[config.mk]
export PLATFORM = sky130hd
export DESIGN_NAME = merge_top
export DESIGN_NICKNAME = d
export VERILOG_FILES = /design/src/merge_pkg.sv /design/src/merge_apb_regs.sv /design/src/word_bank.sv /design/src/run_sequencer.sv /design/src/word_merge.sv /design/src/result_fifo.sv /design/src/merge_top.sv
export SDC_FILE = /design/constraint.sdc
export NUM_CORES = 2
export LEC_CHECK = 0
export BUFFER_PORTS_ARGS = -buffer_cell sky130_fd_sc_hd__buf_4
export CORE_AREA = 2 2 480 291
export CTS_CLUSTER_DIAMETER = 200
export CTS_CLUSTER_SIZE = 14
export DETAILED_ROUTE_END_ITERATION = 16
export DIE_AREA = 0 0 482 293
export PLACE_DENSITY = 0.81
export SYNTH_ARGS = -nofsm -noshare
export SYNTH_HDL_FRONTEND = slang
export SYNTH_SLANG_ARGS = --single-unit
[constraint.sdc]
create_clock -name clk -period 67.4 [get_ports clk]
set_clock_uncertainty 0.2 [all_clocks]
set_input_delay 0 -clock clk [delete_from_list [all_inputs] [get_ports clk]]
set_output_delay 0 -clock clk [all_outputs]
set_load 0.005 [all_outputs]
[src/merge_pkg.sv]
package merge_pkg;

   localparam int data_w  = 32;
   localparam int lanes   = 32;
   localparam int delay_w = 7;
   localparam int lane_w  = 5;
   localparam int addr_w  = 12;
   localparam int level_w = 6;   // Holds 0 to lanes inclusive

   typedef logic [data_w-1:0]  data_t;
   typedef logic [delay_w-1:0] delay_t;
   typedef logic [lane_w-1:0]  lane_t;
   typedef logic [addr_w-1:0]  addr_t;
   typedef logic [level_w-1:0] level_t;

   localparam addr_t reg_ctrl   = 12'h000;
   localparam addr_t reg_delay  = 12'h004;
   localparam addr_t reg_result = 12'h008;
   localparam addr_t reg_level  = 12'h00C;
   localparam addr_t bank_base  = 12'h100;

   // Address bits that select a lane inside the bank window
   localparam addr_t bank_mask  = addr_t'((lanes - 1) * 4);

   typedef enum logic [1:0] {
      s_idle,
      s_load,
      s_run
   } seq_state_t;

endpackage

[src/merge_apb_regs.sv]
module merge_apb_regs (
   input  logic               clk,
   input  logic               rst,
   input  merge_pkg::addr_t   paddr,
   input  logic               psel,
   input  logic               penable,
   input  logic               pwrite,
   input  merge_pkg::data_t   pwdata,
   output merge_pkg::data_t   prdata,
   output logic               pready,
   output logic               pslverr,
   input  logic               busy,
   input  logic               done,
   input  merge_pkg::data_t   head,
   input  merge_pkg::level_t  level,
   input  logic               empty,
   output logic               start_req,
   output logic               bank_we,
   output merge_pkg::lane_t   bank_idx,
   output merge_pkg::data_t   bank_wdata,
   output logic               pop,
   output merge_pkg::delay_t  delay_cfg
);
   import merge_pkg::*;

   logic access;
   logic hit_ctrl;
   logic hit_delay;
   logic hit_result;
   logic hit_level;
   logic hit_bank;
   logic err;

   assign access     = psel & penable;   // Every transfer ends in its access phase
   assign hit_ctrl   = (paddr == reg_ctrl);
   assign hit_delay  = (paddr == reg_delay);
   assign hit_result = (paddr == reg_result);
   assign hit_level  = (paddr == reg_level);
   assign hit_bank   = ((paddr & ~bank_mask) == bank_base);

   always_comb begin
      err = 1'b0;
      if (!(hit_ctrl || hit_delay || hit_result || hit_level || hit_bank)) begin
         err = 1'b1;
      end else if (!pwrite) begin
         err = hit_bank || (hit_result && empty);   // Bank is write only
      end else begin
         err = (hit_bank || hit_delay) && busy;   // Configuration is frozen during a run
      end
   end

   assign pready  = 1'b1;
   assign pslverr = access & err;

   // A start while busy is dropped quietly
   assign start_req  = access & pwrite & hit_ctrl & pwdata[0] & ~busy;
   assign bank_we    = access & pwrite & hit_bank & ~err;
   assign bank_idx   = paddr[lane_w+1:2];
   assign bank_wdata = pwdata;
   assign pop        = access & ~pwrite & hit_result & ~err;

   always_ff @(posedge clk or posedge rst) begin
      if (rst) begin
         delay_cfg <= '0;
      end else if (access && pwrite && hit_delay && !err) begin
         delay_cfg <= pwdata[delay_w-1:0];
      end
   end

   always_comb begin
      prdata = '0;
      if (hit_ctrl) begin
         prdata = {{(data_w - 2){1'b0}}, done, busy};
      end else if (hit_delay) begin
         prdata = data_t'(delay_cfg);
      end else if (hit_result) begin
         prdata = head;   // Word being popped in this access
      end else if (hit_level) begin
         prdata = data_t'(level);
      end
   end

endmodule

[src/word_bank.sv]
module word_bank (
   input  logic                                       clk,
   input  logic                                       rst,
   input  logic                                       we,
   input  merge_pkg::lane_t                           idx,
   input  merge_pkg::data_t                           wdata,
   output merge_pkg::data_t [merge_pkg::lanes-1:0]    lane_words
);

   // Lanes are static while a run is active, the register block blocks writes then
   always_ff @(posedge clk or posedge rst) begin
      if (rst) begin
         lane_words <= '0;
      end else if (we) begin
         lane_words[idx] <= wdata;
      end
   end

endmodule

[src/run_sequencer.sv]
module run_sequencer (
   input  logic clk,
   input  logic rst,
   input  logic start_req,
   input  logic word_last,
   output logic run,
   output logic running,
   output logic clear,
   output logic busy,
   output logic done
);
   import merge_pkg::*;

   seq_state_t state;

   always_ff @(posedge clk or posedge rst) begin
      if (rst) begin
         state <= s_idle;
         done  <= 1'b0;
      end else begin
         case (state)
            s_idle: begin
               if (start_req) begin
                  state <= s_load;
                  done  <= 1'b0;   // Cleared together with the rise of busy
               end
            end
            s_load: begin
               state <= s_run;
            end
            s_run: begin
               if (word_last) begin
                  state <= s_idle;
                  done  <= 1'b1;
               end
            end
            default: begin
               state <= s_idle;
            end
         endcase
      end
   end

   assign run     = (state == s_load);   // One cycle, loads the merge counters
   assign clear   = (state == s_load);
   assign running = (state == s_run);
   assign busy    = (state != s_idle);

endmodule

[src/word_merge.sv]
module word_merge (
   input  logic                                       clk,
   input  logic                                       rst,
   input  logic                                       run,
   input  logic                                       running,
   input  merge_pkg::data_t [merge_pkg::lanes-1:0]    lane_words,
   input  merge_pkg::delay_t                          delay_cfg,
   output merge_pkg::data_t                           word,
   output logic                                       word_valid,
   output logic                                       word_last
);
   import merge_pkg::*;

   delay_t delay_cnt;
   lane_t  lane_cnt;
   logic   pending;   // Lanes remain to be sent in this run
   logic   emit;

   assign emit = running && pending && (delay_cnt == '0);

   always_ff @(posedge clk or posedge rst) begin
      if (rst) begin
         delay_cnt  <= '0;
         lane_cnt   <= '0;
         pending    <= 1'b0;
         word_valid <= 1'b0;
         word_last  <= 1'b0;
      end else if (run) begin
         delay_cnt  <= delay_cfg;
         lane_cnt   <= '0;
         pending    <= 1'b1;
         word_valid <= 1'b0;
         word_last  <= 1'b0;
      end else begin
         word_valid <= emit;
         word_last  <= emit && (lane_cnt == lane_t'(lanes - 1));
         if (running && pending && delay_cnt != '0) begin
            delay_cnt <= delay_cnt - 1'b1;
         end
         if (emit) begin
            lane_cnt <= lane_cnt + 1'b1;
            if (lane_cnt == lane_t'(lanes - 1)) begin
               pending <= 1'b0;   // Stop after lane 31 even though running is still high
            end
         end
      end
   end

   always_ff @(posedge clk) begin
      if (emit) begin
         word <= lane_words[lane_cnt];
      end
   end

endmodule

[src/result_fifo.sv]
module result_fifo (
   input  logic              clk,
   input  logic              rst,
   input  logic              clear,
   input  logic              push,
   input  merge_pkg::data_t  din,
   input  logic              pop,
   output merge_pkg::data_t  head,
   output merge_pkg::level_t level,
   output logic              empty
);
   import merge_pkg::*;

   data_t mem [lanes];
   lane_t wr_ptr;
   lane_t rd_ptr;
   logic  do_push;
   logic  do_pop;

   assign empty   = (level == '0);
   assign do_push = push && (level != level_t'(lanes));   // One run fills it exactly
   assign do_pop  = pop && !empty;
   assign head    = mem[rd_ptr];

   always_ff @(posedge clk or posedge rst) begin
      if (rst) begin
         wr_ptr <= '0;
         rd_ptr <= '0;
         level  <= '0;
      end else if (clear) begin
         wr_ptr <= '0;
         rd_ptr <= '0;
         level  <= '0;
      end else begin
         if (do_push) begin
            wr_ptr <= wr_ptr + 1'b1;
         end
         if (do_pop) begin
            rd_ptr <= rd_ptr + 1'b1;
         end
         if (do_push && !do_pop) begin
            level <= level + 1'b1;
         end else if (do_pop && !do_push) begin
            level <= level - 1'b1;
         end
      end
   end

   always_ff @(posedge clk) begin
      if (do_push && !clear) begin
         mem[wr_ptr] <= din;
      end
   end

endmodule

[src/merge_top.sv]
module merge_top (
   input  logic             clk,
   input  logic             rst,
   input  merge_pkg::addr_t paddr,
   input  logic             psel,
   input  logic             penable,
   input  logic             pwrite,
   input  merge_pkg::data_t pwdata,
   output merge_pkg::data_t prdata,
   output logic             pready,
   output logic             pslverr
);
   import merge_pkg::*;

   logic              start_req;
   logic              bank_we;
   lane_t             bank_idx;
   data_t             bank_wdata;
   logic              pop;
   delay_t            delay_cfg;
   data_t [lanes-1:0] lane_words;
   logic              run;
   logic              running;
   logic              clear;
   logic              busy;
   logic              done;
   data_t             word;
   logic              word_valid;
   logic              word_last;
   data_t             head;
   level_t            level;
   logic              empty;

   merge_apb_regs regs0 (
      .clk        (clk),
      .rst        (rst),
      .paddr      (paddr),
      .psel       (psel),
      .penable    (penable),
      .pwrite     (pwrite),
      .pwdata     (pwdata),
      .prdata     (prdata),
      .pready     (pready),
      .pslverr    (pslverr),
      .busy       (busy),
      .done       (done),
      .head       (head),
      .level      (level),
      .empty      (empty),
      .start_req  (start_req),
      .bank_we    (bank_we),
      .bank_idx   (bank_idx),
      .bank_wdata (bank_wdata),
      .pop        (pop),
      .delay_cfg  (delay_cfg)
   );

   word_bank bank0 (
      .clk        (clk),
      .rst        (rst),
      .we         (bank_we),
      .idx        (bank_idx),
      .wdata      (bank_wdata),
      .lane_words (lane_words)
   );

   run_sequencer seq0 (
      .clk       (clk),
      .rst       (rst),
      .start_req (start_req),
      .word_last (word_last),
      .run       (run),
      .running   (running),
      .clear     (clear),
      .busy      (busy),
      .done      (done)
   );

   word_merge merge0 (
      .clk        (clk),
      .rst        (rst),
      .run        (run),
      .running    (running),
      .lane_words (lane_words),
      .delay_cfg  (delay_cfg),
      .word       (word),
      .word_valid (word_valid),
      .word_last  (word_last)
   );

   result_fifo fifo0 (
      .clk   (clk),
      .rst   (rst),
      .clear (clear),
      .push  (word_valid),
      .din   (word),
      .pop   (pop),
      .head  (head),
      .level (level),
      .empty (empty)
   );

endmodule

==> results.yml <==
outcome:
  status: "finished, final reports clean"
yosys:
  synth-seq-cells: 2121
  postSynthAreaPerCell_sq_um: 19.12
  yosys.area.top_type: "edfxtp_1"
  async_reset_ff_share_pct: 50.21
  seq_area_frac_synth_pct: 65.89
  synthFlopType: "dfrtp_1"
  synth_edf_count: 1056
  synth_warnings: 0
  synth_cell_types: 63
  synthTopCellsByArea: "edfxtp_1 (36%), dfrtp_1 (30%), mux4_2 (16%)"
  syn-num-nets: 4696
  synth_top_area_share_pct: 35.80
  mappedNetlistArea_sq_mm: 0.08858
  yosysMostFrequentCell: "dfrtp_1"
  synth_cells: 4633
  synth_common_cells: "dfrtp_1 (1065), edfxtp_1 (1056), mux2_2 (1048), mux4_2 (615), clkbuf_1 (207)"
cts:
  ctsResizeCount: 0
  cts_tree: "built"
  cts.htree.levels: 4
  clk_pin_slew_ps: 70
  cts_setup_buffers: 0
  clock_sinks: 2121
  root_buffer: "clkbuf_16"
  cts_buffer_depth: 3
  cts_buffers: 169
  hold_buffers: 62
  clock_latency_ps: 800
pwr:
  power_mw: 2.301
  seqPwrFrac_pct: 58.7
  clkPwrFrac_pct: 40.0
  switchingPower_uw: 476.8
  p_per_area_mw_per_mm2: 23.84
  combPwrFrac_pct: 1.3
  internal_power_mw: 1.824
  sw_frac_of_total_pct: 20.72
  peakVddDrop_v: 0.00002070
  leakagePower_nw: 35.67
sta:
  fin_crit_sh_pct: 9.462
  slew_headroom_pct: 3.521
  slew_violations: 0
  tns_ps: 0
  rsz0062_at_grt: "false"
  hold_viol_final: 0
  worstMarginPinSlew_ps: 1447
  period_needed_ps: 6378
  fmax_mhz: 156.8
  setup_viol: 0
worst_setup_path:
  worstPathArrival_ps: 6180
  endpoint: "prdata[13]"
  reg2reg_from: "merge0.lane_cnt[1]"
  crit_buf_inv: 5
  cp_slowest_stage_delay_ps: 980
  crit_fanout: 68
  cp_slowest_cell: "dfrtp_4"
  crit_start: "fifo0.rd_ptr[1]"
  start_kind: "flop"
  reg2reg_to: "merge0.word[10]"
  path_delay_family: "buffers and inverters"
  crit_required_ps: 67200
  cp.depth: 8
  rrSetupSlack_ps: 61440
  worstSetupPathType: "flop to output port"
  end_kind: "output port"
  crit_chain: "buf_4, buf_4, buf_4, mux4_2, mux4_2, inv_1, o22ai_1, buf_4"
  crit_top_cell: "buf_4"
  reg2reg_depth: 7
floorplan:
  core_sq_mm: 0.1364
  num_rows: 105
  start_util_pct: 64.95
  ios: 83
  die_h_um: 293
  die_area_sq_mm: 0.1412
  dieWidth_um: 482
placement:
  dpl.cell_count: 6270
  port_buffers: 81
  post-dp-hpwl_um: 125200
  gp_congestion: 0.8259
routing:
  drt_first_pass_iters: 5
  drt-total-wl_um: 231400
  drt_iter0_drc: 6547
  drtAntennaViolNets: 0
  drc: 0
  wire_per_inst_um: 35.17
  viasPerCell: 7.119
  via_count: 46850
global_routing:
  grt_usage_pct: 33.70
  grt_pass1_vias: 48240
  antenna_found_initial: 7
  gr-total-overflow: 0
  grt_pass1_wl_um: 341200
  grt_start_max_net_pins: 185
finish:
  fin_cells: 6581
  final_nets: 4750
  syn_to_final_growth_pct: 8.939
  fin_util_pct: 70.76
  drive_above_1_share_pct: 44.56
worst_hold_path:
  hp-class: "input pin to flop"
run:
  cap_viol_max_count: 0
-- flip-flops by register name, indices dropped and copies added, names as in the netlist, 5 cells and up --
name	cells
merge0.word	32
fifo0.mem	1024
regs0.delay_cfg	7
fifo0.wr_ptr	5
fifo0.level	6
merge0.lane_cnt	5
merge0.delay_cnt	7
fifo0.rd_ptr	5
bank0.lane_words	1024
-- layout make-up --
type | count | area, sq um
multi-input cells | 2073 | 28720
repair buffers | 255 | 2170
well taps | 1819 | 2276
fillers | 7970 | 39870
clock inverters | 9 | 108.9
clock buffers | 235 | 4562
diodes | 2 | 5.005
inverters | 67 | 259.0
flip-flops and latches | 2121 | 58390
-- per-layer routing --
| metal | routed length (um) | vias up | part of all wire [%] | GRT usage (%) |
|---|---|---|---|---|
| met3 | 28840 | 443 | 12 | 8.353 |
| met2 | 104500 | 2950 | 45 | 48.60 |
| met4 | 6794 | 8 | 2.9 | 10.20 |
| met1 | 91270 | 25220 | 39 | 51.81 |
| met5 | 50 | - | 0.022 | 0 |
| li1 | - | 18230 | - | - |
-- worst min-delay path: stages --
cell and delay (ps):
dlygate4sd3_1 530, buf_4 280, mux2_1 180
-- cells by family after synthesis --
family | Yosys count | synth area share, %
other | 1 | 0.004234
multiplexers | 1710 | 29.51
flip-flops | 2121 | 65.89
buffers and inverters | 439 | 2.106
AO/OA/AOI/OAI | 111 | 0.8476
AND/OR/NAND/NOR | 224 | 1.307
XOR/XNOR | 13 | 0.1285
adder cells (fa/ha/maj) | 14 | 0.2062
-- worst min path at each step --
| stage | from | end | slack (ps) | depth (start not counted) |
|---|---|---|---|---|
| after floorplan | penable | pslverr | -120 | 2 |
| after global placement | rst | bank0.lane_words[844] | 20 | 2 |
| after detailed placement | rst | bank0.lane_words[844] | 30 | 2 |
| after CTS | pwdata[31] | bank0.lane_words[863] | 4 | 3 |
| after global routing | pwdata[27] | bank0.lane_words[667] | 70 | 3 |
| final | pwdata[31] | bank0.lane_words[863] | 40 | 3 |
-- power by group through the flow --
stage / clock, mW / sequential (mW) / combinational [mW]
after floorplan: 0 / 1.38 / 0.0177
after global placement: 0 / 1.38 / 0.0277
after detailed placement: 0 / 1.38 / 0.0283
after CTS: 0.925 / 1.35 / 0.0313
after global routing: 0.971 / 1.35 / 0.0346
final: 0.919 / 1.35 / 0.0308
-- metrics by stage --
stage / cell area, sq um / hold slack, ps / worst slack [ps]
final: 96490 / 37.27 / 61020
after global routing: 96490 / 66.54 / 60990
after CTS: 96410 / 3.512 / 61130
after detailed placement: 91110 / 33.76 / 61560
after global placement: 91110 / 18.78 / 61640
after floorplan: 88580 / -122.5 / 37220
-- cells in the final DEF (no fill, tap or decap), drive strengths merged, types with 14 or more instances in the layout --
master / instances
a21oi: 21
buf: 194
clkbuf: 235
dfrtp: 1065
dlygate4sd3: 61
edfxtp: 1056
inv: 72
mux2: 1063
mux2i: 32
mux4: 615
nand2: 40
nand3: 16
nor2: 84
nor4: 14
o22ai: 33
Power figures use the tool's default switching activity.
